==> src/eth_cls_cfg.svh <==
`ifndef ETH_CLS_CFG_SVH
`define ETH_CLS_CFG_SVH

// ----------------------------------------
// Datapath sizing
// ----------------------------------------

// Payload bits per stream beat
`define ETH_DATA_W 64

// Header beats held for inspection and replay
`define ETH_HDR_BEATS 9

// Egress FIFO address width, 32 entries
`define ETH_FIFO_AW 5

// ----------------------------------------
// Protocol constants
// ----------------------------------------

`define ETH_TYPE_IPV4 16'h0800
`define ETH_PROTO_UDP 8'h11
`define ETH_PROTO_ICMP 8'h01

`endif

==> src/eth_cls_pkg.sv <==
`include "eth_cls_cfg.svh"

package eth_cls_pkg;

   // One stream beat with its end-of-frame marker
   typedef struct packed {
      logic                   last;
      logic [`ETH_DATA_W-1:0] data;
   } eth_beat_t;

   // Classification results built up while the header streams in
   typedef struct packed {
      logic       mac_hit;
      logic       bcast;
      logic       mcast;
      logic       ipv4;
      logic       icmp;
      logic       udp;
      logic       ip_hit;
      logic [1:0] port_hit;
   } cls_flags_t;

   // Local addresses and control bits
   typedef struct packed {
      logic [47:0] mac;
      logic [31:0] ip;
      logic [15:0] udp0;
      logic [15:0] udp1;
      logic        udp0_en;
      logic        udp1_en;
      logic        expose_drat;
      logic        enable;
   } cls_csr_t;

   // Forwarding FSM
   typedef enum logic [2:0] {
      WAIT_FRAME,
      READ_HEADER,
      CLASSIFY,
      FORWARD_0,
      FORWARD_1,
      DROP_FRAME
   } cls_state_e;

   // Register map of the CSR write port
   typedef enum logic [2:0] {
      MAC_HI  = 3'd0,
      MAC_LO  = 3'd1,
      IP_ADDR = 3'd2,
      UDP0    = 3'd3,
      UDP1    = 3'd4,
      CTRL    = 3'd5
   } csr_addr_e;

endpackage

==> src/csr_regs.sv <==
`timescale 1ns/1ps

module csr_regs (
   input  logic                   clk,
   input  logic                   rst,
   input  logic                   csr_wr,
   input  eth_cls_pkg::csr_addr_e csr_addr,
   input  logic [31:0]            csr_wdata,
   output eth_cls_pkg::cls_csr_t  csr
);

   // ----------------------------------------
   // Configuration write port
   // ----------------------------------------

   // Everything zero after reset, so the classifier starts disabled
   always_ff @(posedge clk) begin
      if (rst) begin
         csr <= '0;
      end else if (csr_wr) begin
         case (csr_addr)
            // Upper MAC bits sit in the low half of the word
            eth_cls_pkg::MAC_HI: begin
               csr.mac[47:32] <= csr_wdata[15:0];
            end
            eth_cls_pkg::MAC_LO: begin
               csr.mac[31:0] <= csr_wdata;
            end
            eth_cls_pkg::IP_ADDR: begin
               csr.ip <= csr_wdata;
            end
            // UDP destination ports to match
            eth_cls_pkg::UDP0: begin
               csr.udp0 <= csr_wdata[15:0];
            end
            eth_cls_pkg::UDP1: begin
               csr.udp1 <= csr_wdata[15:0];
            end
            // Control bits
            // bit 0 enable, bits 1/2 port enables, bit 3 DRaT exposure
            eth_cls_pkg::CTRL: begin
               csr.enable      <= csr_wdata[0];
               csr.udp0_en     <= csr_wdata[1];
               csr.udp1_en     <= csr_wdata[2];
               csr.expose_drat <= csr_wdata[3];
            end
            // Unmapped addresses are ignored
            default: begin
               csr <= csr;
            end
         endcase
      end
   end

endmodule

==> src/egress_fifo.sv <==
`timescale 1ns/1ps
`include "eth_cls_cfg.svh"

module egress_fifo #(
   parameter int AW = `ETH_FIFO_AW
) (
   input  logic                   clk,
   input  logic                   rst,
   input  eth_cls_pkg::eth_beat_t in_beat,
   input  logic                   in_valid,
   output logic                   in_ready,
   output eth_cls_pkg::eth_beat_t out_beat,
   output logic                   out_valid,
   input  logic                   out_ready
);

   localparam int DEPTH = 1 << AW;

   eth_cls_pkg::eth_beat_t mem [0:DEPTH-1];
   logic [AW-1:0]          wr_ptr;
   logic [AW-1:0]          rd_ptr;
   // Entries held, 0 to DEPTH
   logic [AW:0]            count;
   logic                   wr_en;
   logic                   rd_en;

   // ----------------------------------------
   // Handshake
   // ----------------------------------------

   // Top count bit is set only when every entry is used
   always_comb begin
      in_ready  = !count[AW];
      out_valid = (count != '0);
      out_beat  = mem[rd_ptr];
      wr_en     = in_valid && in_ready;
      rd_en     = out_valid && out_ready;
   end

   // Storage
   always_ff @(posedge clk) begin
      if (wr_en) begin
         mem[wr_ptr] <= in_beat;
      end
   end

   // Pointers wrap on their own width
   always_ff @(posedge clk) begin
      if (rst) begin
         wr_ptr <= '0;
         rd_ptr <= '0;
         count  <= '0;
      end else begin
         if (wr_en) begin
            wr_ptr <= wr_ptr + 1'b1;
         end
         if (rd_en) begin
            rd_ptr <= rd_ptr + 1'b1;
         end
         // Simultaneous push and pop leave the count alone
         if (wr_en && !rd_en) begin
            count <= count + 1'b1;
         end else if (rd_en && !wr_en) begin
            count <= count - 1'b1;
         end
      end
   end

endmodule

==> src/eth_classifier_2_egress.sv <==
`timescale 1ns/1ps
`include "eth_cls_cfg.svh"

module eth_classifier_2_egress (
   input  logic                   clk,
   input  logic                   rst,
   input  eth_cls_pkg::cls_csr_t  csr,
   // Ingress stream
   input  eth_cls_pkg::eth_beat_t in_beat,
   input  logic                   in_valid,
   output logic                   in_ready,
   // Egress 0, everything not for us
   output eth_cls_pkg::eth_beat_t out0_beat,
   output logic                   out0_valid,
   input  logic                   out0_ready,
   // Egress 1, our UDP traffic with headers stripped
   output eth_cls_pkg::eth_beat_t out1_beat,
   output logic                   out1_valid,
   input  logic                   out1_ready
);

   localparam logic [3:0] HDR_LAST   = 4'(`ETH_HDR_BEATS - 1);
   // Replay start for egress 1, IPv4 header or DRaT payload
   localparam logic [3:0] START_L3   = 4'd2;
   localparam logic [3:0] START_DRAT = 4'd6;

   eth_cls_pkg::cls_state_e state;
   eth_cls_pkg::cls_flags_t flags;

   // Header buffer, written and replayed through one address
   eth_cls_pkg::eth_beat_t  hdr_buf [0:`ETH_HDR_BEATS-1];
   logic [3:0]              hdr_addr;
   // Index of the last stored header beat
   logic [3:0]              hdr_end;
   // Header capture finished, waiting one edge for the flags
   logic                    hdr_full;
   logic                    hdr_accept;
   // Replay done, beats now come straight from the input
   logic                    fwd_input;
   logic                    forwarding;
   logic [3:0]              start_idx;

   // Beat heading for the selected egress
   eth_cls_pkg::eth_beat_t  cur_beat;
   logic                    cur_valid;
   logic                    cur_ready;
   logic                    cur_xfer;
   logic                    fifo0_valid;
   logic                    fifo0_ready;
   logic                    fifo1_valid;
   logic                    fifo1_ready;

   // ----------------------------------------
   // Steering and handshake
   // ----------------------------------------

   always_comb begin
      forwarding = (state == eth_cls_pkg::FORWARD_0) ||
                   (state == eth_cls_pkg::FORWARD_1) ||
                   (state == eth_cls_pkg::DROP_FRAME);
      start_idx  = csr.expose_drat ? START_DRAT : START_L3;
      cur_beat   = fwd_input ? in_beat : hdr_buf[hdr_addr];
      cur_valid  = forwarding && (!fwd_input || in_valid);
      // Dropped frames drain at full rate
      case (state)
         eth_cls_pkg::DROP_FRAME: cur_ready = 1'b1;
         eth_cls_pkg::FORWARD_0:  cur_ready = fifo0_ready;
         eth_cls_pkg::FORWARD_1:  cur_ready = fifo1_ready;
         default:                 cur_ready = 1'b0;
      endcase
      cur_xfer    = cur_valid && cur_ready;
      // Only the chosen FIFO sees valid
      fifo0_valid = cur_valid && (state == eth_cls_pkg::FORWARD_0);
      fifo1_valid = cur_valid && (state == eth_cls_pkg::FORWARD_1);
      in_ready    = (state == eth_cls_pkg::WAIT_FRAME) ||
                    ((state == eth_cls_pkg::READ_HEADER) && !hdr_full) ||
                    (fwd_input && cur_ready);
      hdr_accept  = in_valid && in_ready &&
                    ((state == eth_cls_pkg::WAIT_FRAME) ||
                     (state == eth_cls_pkg::READ_HEADER));
   end

   // Header capture
   always_ff @(posedge clk) begin
      if (hdr_accept) begin
         hdr_buf[hdr_addr] <= in_beat;
      end
   end

   // ----------------------------------------
   // Forwarding FSM
   // ----------------------------------------

   always_ff @(posedge clk) begin
      if (rst) begin
         state     <= eth_cls_pkg::WAIT_FRAME;
         hdr_addr  <= '0;
         hdr_end   <= '0;
         hdr_full  <= 1'b0;
         fwd_input <= 1'b0;
      end else begin
         // Header beats land here in WAIT_FRAME and READ_HEADER
         if (hdr_accept) begin
            hdr_end <= hdr_addr;
            if (in_beat.last || (hdr_addr == HDR_LAST)) begin
               hdr_full <= 1'b1;
            end else begin
               hdr_addr <= hdr_addr + 4'd1;
            end
         end
         case (state)
            eth_cls_pkg::WAIT_FRAME: begin
               if (hdr_accept) begin
                  state <= eth_cls_pkg::READ_HEADER;
               end
            end
            // Hold off one edge once full so the inspector settles
            eth_cls_pkg::READ_HEADER: begin
               if (hdr_full) begin
                  hdr_full <= 1'b0;
                  state    <= eth_cls_pkg::CLASSIFY;
               end
            end
            // Route decision
            eth_cls_pkg::CLASSIFY: begin
               hdr_addr <= '0;
               if (!csr.enable) begin
                  state <= eth_cls_pkg::DROP_FRAME;
               end else if (flags.icmp || flags.bcast || flags.mcast) begin
                  state <= eth_cls_pkg::FORWARD_0;
               end else if (flags.mac_hit && flags.ip_hit && (|flags.port_hit)) begin
                  // Nothing left past the strip point means an empty frame
                  if (start_idx > hdr_end) begin
                     state <= eth_cls_pkg::DROP_FRAME;
                  end else begin
                     state    <= eth_cls_pkg::FORWARD_1;
                     hdr_addr <= start_idx;
                  end
               end else begin
                  state <= eth_cls_pkg::FORWARD_0;
               end
            end
            // Replay the buffer, then pass the input through
            eth_cls_pkg::FORWARD_0, eth_cls_pkg::FORWARD_1, eth_cls_pkg::DROP_FRAME: begin
               if (cur_xfer) begin
                  if (cur_beat.last) begin
                     state     <= eth_cls_pkg::WAIT_FRAME;
                     hdr_addr  <= '0;
                     fwd_input <= 1'b0;
                  end else if (!fwd_input) begin
                     if (hdr_addr == HDR_LAST) begin
                        fwd_input <= 1'b1;
                     end else begin
                        hdr_addr <= hdr_addr + 4'd1;
                     end
                  end
               end
            end
            // Unused encodings fall back to idle
            default: begin
               state     <= eth_cls_pkg::WAIT_FRAME;
               hdr_addr  <= '0;
               fwd_input <= 1'b0;
            end
         endcase
      end
   end

   // ----------------------------------------
   // Inspector and egress FIFOs
   // ----------------------------------------

   header_inspector u_inspector (
      .clk      (clk),
      .rst      (rst),
      .beat     (in_beat),
      .accept   (hdr_accept),
      .beat_idx (hdr_addr),
      .csr      (csr),
      .flags    (flags)
   );

   egress_fifo #(
      .AW (`ETH_FIFO_AW)
   ) u_fifo0 (
      .clk       (clk),
      .rst       (rst),
      .in_beat   (cur_beat),
      .in_valid  (fifo0_valid),
      .in_ready  (fifo0_ready),
      .out_beat  (out0_beat),
      .out_valid (out0_valid),
      .out_ready (out0_ready)
   );

   egress_fifo #(
      .AW (`ETH_FIFO_AW)
   ) u_fifo1 (
      .clk       (clk),
      .rst       (rst),
      .in_beat   (cur_beat),
      .in_valid  (fifo1_valid),
      .in_ready  (fifo1_ready),
      .out_beat  (out1_beat),
      .out_valid (out1_valid),
      .out_ready (out1_ready)
   );

endmodule

==> src/eth_classifier_top.sv <==
`timescale 1ns/1ps

module eth_classifier_top (
   input  logic                   clk,
   input  logic                   rst,
   // CSR write side
   input  logic                   csr_wr,
   input  eth_cls_pkg::csr_addr_e csr_addr,
   input  logic [31:0]            csr_wdata,
   // Ingress stream
   input  eth_cls_pkg::eth_beat_t in_beat,
   input  logic                   in_valid,
   output logic                   in_ready,
   // Egress streams
   output eth_cls_pkg::eth_beat_t out0_beat,
   output logic                   out0_valid,
   input  logic                   out0_ready,
   output eth_cls_pkg::eth_beat_t out1_beat,
   output logic                   out1_valid,
   input  logic                   out1_ready
);

   // Live configuration into the datapath
   eth_cls_pkg::cls_csr_t csr;

   csr_regs u_csr (
      .clk       (clk),
      .rst       (rst),
      .csr_wr    (csr_wr),
      .csr_addr  (csr_addr),
      .csr_wdata (csr_wdata),
      .csr       (csr)
   );

   eth_classifier_2_egress u_cls (
      .clk        (clk),
      .rst        (rst),
      .csr        (csr),
      .in_beat    (in_beat),
      .in_valid   (in_valid),
      .in_ready   (in_ready),
      .out0_beat  (out0_beat),
      .out0_valid (out0_valid),
      .out0_ready (out0_ready),
      .out1_beat  (out1_beat),
      .out1_valid (out1_valid),
      .out1_ready (out1_ready)
   );

endmodule

==> src/header_inspector.sv <==
`timescale 1ns/1ps
`include "eth_cls_cfg.svh"

module header_inspector (
   input  logic                    clk,
   input  logic                    rst,
   input  eth_cls_pkg::eth_beat_t  beat,
   input  logic                    accept,
   input  logic [3:0]              beat_idx,
   input  eth_cls_pkg::cls_csr_t   csr,
   output eth_cls_pkg::cls_flags_t flags
);

   // Captured header beat and its position in the frame
   logic [`ETH_DATA_W-1:0] data_q;
   logic [3:0]             idx_q;
   // High for one cycle after each accepted header beat
   logic                   eval_q;

   // ----------------------------------------
   // Capture stage
   // ----------------------------------------

   always_ff @(posedge clk) begin
      if (accept) begin
         data_q <= beat.data;
         idx_q  <= beat_idx;
      end
   end

   always_ff @(posedge clk) begin
      if (rst) begin
         eval_q <= 1'b0;
      end else begin
         eval_q <= accept;
      end
   end

   // ----------------------------------------
   // Field checks by beat position
   // ----------------------------------------

   // Later checks lean on earlier flags, so a frame only
   // collects UDP flags after the IPv4 ethertype matched
   always_ff @(posedge clk) begin
      if (rst) begin
         flags <= '0;
      end else if (eval_q) begin
         case (idx_q)
            // New frame
            // start over and look at upper 16 MAC bits
            4'd0: begin
               flags.mac_hit  <= (data_q[15:0] == csr.mac[47:32]);
               flags.bcast    <= (data_q[15:0] == 16'hFFFF);
               flags.mcast    <= data_q[8];
               flags.ipv4     <= 1'b0;
               flags.icmp     <= 1'b0;
               flags.udp      <= 1'b0;
               flags.ip_hit   <= 1'b0;
               flags.port_hit <= 2'b00;
            end
            // Lower 32 MAC bits finish both address matches
            4'd1: begin
               flags.mac_hit <= flags.mac_hit && (data_q[63:32] == csr.mac[31:0]);
               flags.bcast   <= flags.bcast && (data_q[63:32] == 32'hFFFF_FFFF);
            end
            // Ethertype
            4'd2: begin
               flags.ipv4 <= (data_q[47:32] == `ETH_TYPE_IPV4);
            end
            // IPv4 protocol field
            4'd3: begin
               flags.udp  <= flags.ipv4 && (data_q[23:16] == `ETH_PROTO_UDP);
               flags.icmp <= flags.ipv4 && (data_q[23:16] == `ETH_PROTO_ICMP);
            end
            // IPv4 destination address
            4'd4: begin
               flags.ip_hit <= flags.ipv4 && (data_q[31:0] == csr.ip);
            end
            // UDP destination port against both enabled ports
            4'd5: begin
               flags.port_hit[0] <= flags.udp && csr.udp0_en &&
                                    (data_q[47:32] == csr.udp0);
               flags.port_hit[1] <= flags.udp && csr.udp1_en &&
                                    (data_q[47:32] == csr.udp1);
            end
            // Beats 6 to 8 carry nothing we key on
            default: begin
               flags <= flags;
            end
         endcase
      end
   end

endmodule

==> config.mk <==
export PLATFORM = sky130hd
export DESIGN_NAME = eth_classifier_top
export DESIGN_NICKNAME = d
export VERILOG_FILES = /design/src/eth_cls_pkg.sv /design/src/csr_regs.sv /design/src/egress_fifo.sv /design/src/eth_classifier_2_egress.sv /design/src/eth_classifier_top.sv /design/src/header_inspector.sv
export VERILOG_INCLUDE_DIRS = /design/src
export SDC_FILE = /design/constraint.sdc
export NUM_CORES = 2
export LEC_CHECK = 0
export BUFFER_PORTS_ARGS = -buffer_cell sky130_fd_sc_hd__buf_2
export CAP_MARGIN = 20
export CELL_PAD_IN_SITES_DETAIL_PLACEMENT = 1
export CELL_PAD_IN_SITES_GLOBAL_PLACEMENT = 1
export CORE_MARGIN = 2
export CORE_UTILIZATION = 40
export DETAILED_ROUTE_END_ITERATION = 16
export GPL_TIMING_DRIVEN = 0
export HOLD_SLACK_MARGIN = 0.02
export PLACE_DENSITY = 0.69
export SLEW_MARGIN = 40
export SYNTH_ARGS = -nofsm -noshare
export SYNTH_HDL_FRONTEND = slang
export SYNTH_MEMORY_MAX_BITS = 65536
export SYNTH_SLANG_ARGS = --single-unit
export TNS_END_PERCENT = 100
==> constraint.sdc <==
create_clock -name clk -period 14.2 [get_ports clk]
set_input_delay 2.84 -clock clk [delete_from_list [all_inputs] [get_ports clk]]
set_output_delay 2.84 -clock clk [all_outputs]
set_load 0.005 [all_outputs]
* After elaboration in Yosys (flattened, before gate mapping)
Memories as Yosys holds them, arrays and structs flattened. A register that Yosys moved wholly into a read port is not among the register bits.
Index checks and enable logic that the tools add are counted.
W data, S select, Z words.
** Word-level totals
- Register bits after elaboration :: 239
- Bits in writable memories :: 4745
- Logic and storage cells :: 201
- Memories kept :: 3
** Operators by class
- Add/sub/neg operators :: 9
- Magnitude comparators :: 1
- Equal/unequal tests :: 30
- Muxes and demuxes :: 52
- Bitwise gates (word level) :: 1
- Reduce and logical (&&, ||, !) cells :: 74
** Memories
- u_cls.u_fifo0.mem :: words 32, width 65, read ports 1, clocked after Yosys merged registers in 1, wr ports 1, line egress_fifo.sv:19 : eth_cls_pkg::eth_beat_t mem [0:DEPTH-1];
- u_cls.u_fifo1.mem :: words 32, width 65, read ports 1, clocked after Yosys merged registers in 1, wr ports 1, line egress_fifo.sv:19
- u_cls.hdr_buf :: words 9, width 65, read ports 1, clocked after Yosys merged registers in 1, wr ports 1, line eth_classifier_2_egress.sv:31 : eth_cls_pkg::eth_beat_t hdr_buf [0:`ETH_HDR_BEATS-1];
** Operators by type and width (count)
- $mux W65 :: 1
- $eq A32 B32 Y1 :: 2
- $eq A16 B16 Y1 :: 3
- $mux W4 :: 11
- $eq A32 B32 Y1 const B :: 1
- $logic_and A1 B1 Y1 :: 27
- $reduce_and A2 Y1 :: 13
- $mux W3 :: 8
- $mux W6 :: 4
- $add A5 B1 Y5 const B :: 4
- $mux W5 :: 4
- $eq A16 B12 Y1 const B :: 1
- $eq A16 B16 Y1 const B :: 1
- $mux W1 :: 15
- $reduce_bool A2 Y1 :: 7
- $add A6 B1 Y6 const B :: 2
- $eq A3 B2 Y1 const B :: 4
- $eq A3 B3 Y1 const B :: 4
- $pmux W2 S2 :: 3
- $pmux W3 S4 :: 1
- $pmux W4 S3 :: 1
- $reduce_bool A6 Y1 :: 2
- $sub A6 B1 Y6 const B :: 2
- $logic_or A1 B1 Y1 :: 9
- other kinds (20) :: 37

* Longest topological paths before layout
- Word-level depth :: 13
- Gate-level depth with buffers :: 11

* By module
Synthesis repeated with hierarchy kept, for this count alone.
** Second synthesis, totals
- Cell total of the unflattened synthesis :: 9471
- Area total of the unflattened synthesis :: 191879.0 sq um
** Modules (own cells, without submodules)
- egress_fifo at u_cls.u_fifo1 :: instances 1, cells each 3739, area each 79791.5 sq um, sequential area each 62880.3 sq um
- egress_fifo at u_cls.u_fifo0 :: instances 1, cells each 3739, area each 79786.5 sq um, sequential area each 62880.3 sq um
- eth_classifier_2_egress :: instances 1, cells each 1261, area each 23725.3 sq um, sequential area each 17827.1 sq um
- csr_regs :: instances 1, cells each 417, area each 4630.7 sq um, sequential area each 2322.2 sq um
- header_inspector :: instances 1, cells each 315, area each 3945.0 sq um, sequential area each 2242.2 sq um

* Worst setup path after synthesis
Ideal clock, no wire load.
- Kind :: input port to flip-flop
- Start point :: in in_valid
- End point :: mem u_cls.hdr_buf[3][0] in the netlist's numbering (enable)
- Arrival :: 7.895 ns
- Required time :: 13.770 ns
- Path slack :: 5.874 ns
- Stages on the path :: 3
- Path through :: nand2_1 > nor2_1 > and3_1
** Between the ends
- Word-level cells in the longest chain between the ends :: 4
** RTL lines
- from (decl) :: line eth_classifier_top.sv:12 : input logic in_valid,
- $logic_and A1 B1 Y1 (2 in series) :: line eth_classifier_2_egress.sv:78 : hdr_accept = in_valid && in_ready &&
- net u_cls.hdr_accept :: line eth_classifier_2_egress.sv:37 : logic hdr_accept;
- $mux W1 :: line eth_classifier_2_egress.sv:85 : if (hdr_accept) begin
- $mux W1 (not written as such) :: line eth_classifier_2_egress.sv:86 : hdr_buf[hdr_addr] <= in_beat;
- to (decl) :: line eth_classifier_2_egress.sv:31
The timed path passes the listed nets, and every way through them passes these cells.

==> results.json <==
{
  "antenna_found_initial": 118,
  "drive_gt1_share_pct": 35.1,
  "maxSlewHeadroom_pct": 36.7,
  "finalCriticalPeriod_ns": 7.48,
  "die-area_um2": 483000,
  "cts_sinks": 4994,
  "fin_tns_setup_ns": 0,
  "core_area_um2": 475000,
  "htree_levels": 5,
  "seq_area_um2": 148000,
  "switching_share_pct": 26.5,
  "crit_type": "reg -> out",
  "reg2regPathDepth": 10,
  "utilization_pct": 48.3,
  "pwr-share-seq_pct": 45.6,
  "combPwrFrac_pct": 20.4,
  "overflow": 0,
  "finalPower_mw": 37.7,
  "p_per_area_nw_per_um2": 164,
  "first_pass_iters": 6,
  "syn_area_um2": 191000,
  "drc_errors": 0,
  "synth_edf_count": 4813,
  "hold_viol_final": 0,
  "synth_flop_cell": "edfxtp_1",
  "rows": 253,
  "irDropWorstVdd_mv": 0.124,
  "multi_input_area_um2": 42100,
  "worst_slack_ns": 6.72,
  "synth_cell_types": 61,
  "fin_skew_ns": 0.0538,
  "synth_cells": 8287,
  "die_h_um": 695,
  "yosysWarningCount": 0,
  "r2r-end": "u_cls.u_fifo0.mem[16][0]$_DFFE_PP_",
  "intPower_mw": 27.7,
  "ctsResizeCount": 0,
  "vias": 96722,
  "io_pins": 239,
  "outcome": "complete, no violations",
  "ant_nets": 0,
  "grt_pass1_wl_um": 808000,
  "post-dp-hpwl_um": 401000,
  "worstPathMaxFanout": 10,
  "place_congestion": 0.847,
  "grt_pass1_vias": 101400,
  "cp.required_ns": 11.36,
  "power.leakage_nw": 70.5,
  "p_switching_mw": 10.0,
  "syn_nets": 8420,
  "viasPerCell": 5.89,
  "crit_end": "out1_beat[58]",
  "grt_max_degree": 34,
  "cts.reportedPaths.clkPinSlew_ns": 0.07,
  "ys_seq_area_share_pct": 77.5,
  "cts_setup_buffers": 0,
  "area_delta_synth_final_pct": 20.2,
  "crit_path_start_kind": "flip-flop",
  "die_w_um": 695,
  "clockRootBuffer": "clkbuf_16",
  "clock_latency_ns": 1.05,
  "hold_path_class": "reg -> reg",
  "reg2reg_slack_ns": 9.91,
  "async_reset_ff_share_pct": 0,
  "grt.total_usage_pct": 23.9,
  "timing.rr.start": "u_cls.hdr_addr[1]$_SDFF_PP0_",
  "syn-mean-instance-area_um2": 23.1,
  "fin_crit_sh_pct": 52.7,
  "clock_path_buffers": 4,
  "dp_slack_ns": 7.80,
  "start_util_pct": 40.2,
  "wirelength_um": 588000,
  "cts_tree": "done",
  "final-instance-count-excl-fill": 16420,
  "io_buffers": 237,
  "fin_nets": 9706,
  "wl_per_cell_um": 35.8,
  "worst_pin_slew_ns": 0.949,
  "place_inst": 15481,
  "synth-seq-cells": 4994,
  "fillers": 42327,
  "drv_slew": 0,
  "cts_buffers": 462,
  "drt_iter0_drc": 12342,
  "crit_arrival_ns": 4.64,
  "cts_hold_buf": 0,
  "clock.fmax_ghz": 0.134,
  "max-cap-violations": 0,
  "rsz0062_at_grt": "false",
  "endpoint_kind": "primary output",
  "clockPowerShare_pct": 34.0,
  "setup_viol": 0
}
==> metal layers <==
metal  vias to the layer above  GRT usage, %  wire [um]
li1                      37704             -          -
met5                         -             0        332
met1                     52201          29.4     209000
met2                      5656          39.7     289000
met3                      1099          5.94      57800
met4                        62          11.0      31800
==> logic make-up after synthesis <==
group / count (synthesis) / share of synthesized area (%)
compound gates: 327 / 0.924
buf+inv: 465 / 1.09
mux: 1641 / 18.0
flops: 4994 / 77.5
xor+xnor: 141 / 0.646
fa+ha+maj: 27 / 0.185
simple gates: 692 / 1.59
==> synth_stat cells (3+ instances only) <==
cell type,count,area [um^2]
nor2b_1,9,56.3
mux4_2,1428,32200
dfxtp_1,181,3620
xnor2_1,94,823
or3b_2,3,26.3
nand3b_1,11,82.6
a31oi_1,3,18.8
inv_1,19,71.3
nand4_1,45,282
a311oi_1,3,26.3
nand2_1,326,1220
nor4_1,18,113
a211oi_1,6,45.0
nand3_1,21,105
buf_4,31,233
mux2_2,132,1490
o2111ai_1,3,26.3
ha_1,25,313
clkbuf_1,245,920
o21ai_0,78,390
o22ai_1,3,18.8
nand2b_1,11,68.8
a21oi_1,203,1020
buf_1,74,278
nor2_1,196,736
nand4b_1,3,26.3
a21o_1,7,52.6
xor2_1,47,412
mux2i_1,81,811
buf_6,16,180
edfxtp_1,4813,145000
nor3_1,20,100
nor4b_1,3,26.3
buf_2,80,400
and3_1,11,68.8
==> metrics by stage <==
step | hold slack, ns | area, um^2
2_1_floorplan | 0.432 | 191000
3_3_place_gp | 0.448 | 200000
3_5_place_dp | 0.447 | 214000
4_1_cts | 0.457 | 229000
5_1_grt | 0.477 | 230000
6_report | 0.461 | 230000
==> cell type report <==
cell class	instances	share of cell area, %
Inverter	19	0.0322
Multi-Input combinational cell	2828	18.4
Buffer	446	0.958
Clock inverter	299	1.36
Tap cell	6375	3.47
Timing Repair Buffer	822	5.85
Clock buffer	565	5.37
Sequential cell	4994	64.5
Antenna cell	72	0.0785
==> worst max-delay path, cell delays in order, from the launching register on <==
cell and delay [ns]:
dfxtp_1 0.46, clkbuf_1 0.30, clkbuf_2 0.61, clkbuf_1 0.74
mux4_2 0.42, mux4_2 0.52, mux2_2 0.40, buf_2 0.17
==> cell usage in the layout, fill, tap and decap left out, types with 13 or more instances in the layout <==
master | Yosys | final
a21oi_1 | 203 | 203
buf_1 | 74 | 29
buf_12 | 0 | 37
buf_16 | 0 | 277
buf_2 | 80 | 354
buf_4 | 31 | 40
buf_6 | 16 | 30
buf_8 | 0 | 241
bufinv_16 | 0 | 60
clkbuf_1 | 245 | 218
clkbuf_16 | 0 | 475
clkbuf_2 | 0 | 121
clkinv_1 | 0 | 98
clkinv_2 | 0 | 90
clkinvlp_4 | 0 | 28
dfxtp_1 | 181 | 181
diode_2 | 0 | 72
edfxtp_1 | 4813 | 4813
ha_1 | 25 | 25
inv_1 | 19 | 18
mux2_2 | 132 | 132
mux2i_1 | 81 | 81
mux4_2 | 1428 | 1428
nand2_1 | 326 | 325
nand3_1 | 21 | 21
nand4_1 | 45 | 45
nor2_1 | 196 | 131
nor2_4 | 0 | 65
nor3_1 | 20 | 19
nor4_1 | 18 | 16
o21ai_0 | 78 | 13
o21ai_4 | 0 | 64
xnor2_1 | 94 | 94
xor2_1 | 47 | 47
==> state kept, by name, summed over array words and instances, names as in the netlist, 6 cells and up, named ones only <==
register and flops:
u_cls.u_fifo0.mem 2080, u_cls.u_fifo1.mem 2080, u_cls.hdr_buf 585, u_csr.csr 116, u_cls.u_inspector.data_q 64, u_cls.u_inspector.flags 9
u_cls.u_fifo0.count 6, u_cls.u_fifo1.count 6
==> worst min-delay path by stage <==
stage | startpoint | end | cells after the start
after floorplan | u_cls.u_inspector.flags[1]$_SDFFE_PP0P_ | u_cls.u_inspector.flags[1]$_SDFFE_PP0P_ | 2
after global placement | u_cls.u_inspector.flags[0]$_SDFFE_PP0P_ | u_cls.u_inspector.flags[0]$_SDFFE_PP0P_ | 2
after detailed placement | u_cls.u_inspector.flags[2]$_SDFFE_PP0P_ | u_cls.u_inspector.flags[2]$_SDFFE_PP0P_ | 2
after CTS | u_cls.u_inspector.flags[2]$_SDFFE_PP0P_ | u_cls.u_inspector.flags[2]$_SDFFE_PP0P_ | 2
after global routing | u_cls.u_inspector.flags[2]$_SDFFE_PP0P_ | u_cls.u_inspector.flags[2]$_SDFFE_PP0P_ | 2
final | u_cls.u_inspector.flags[2]$_SDFFE_PP0P_ | u_cls.u_inspector.flags[2]$_SDFFE_PP0P_ | 2
==> power by group through the flow <==
stage                     Clock (mW)  Sequential [mW]  Combinational (mW)
after floorplan                    0             17.6                4.56
after global placement             0             17.9                6.77
after detailed placement           0             17.5                7.68
after CTS                       12.9             17.2                7.76
after global routing            13.4             17.2                8.09
final                           12.8             17.2                7.70
(Power assumes the default switching activity.)
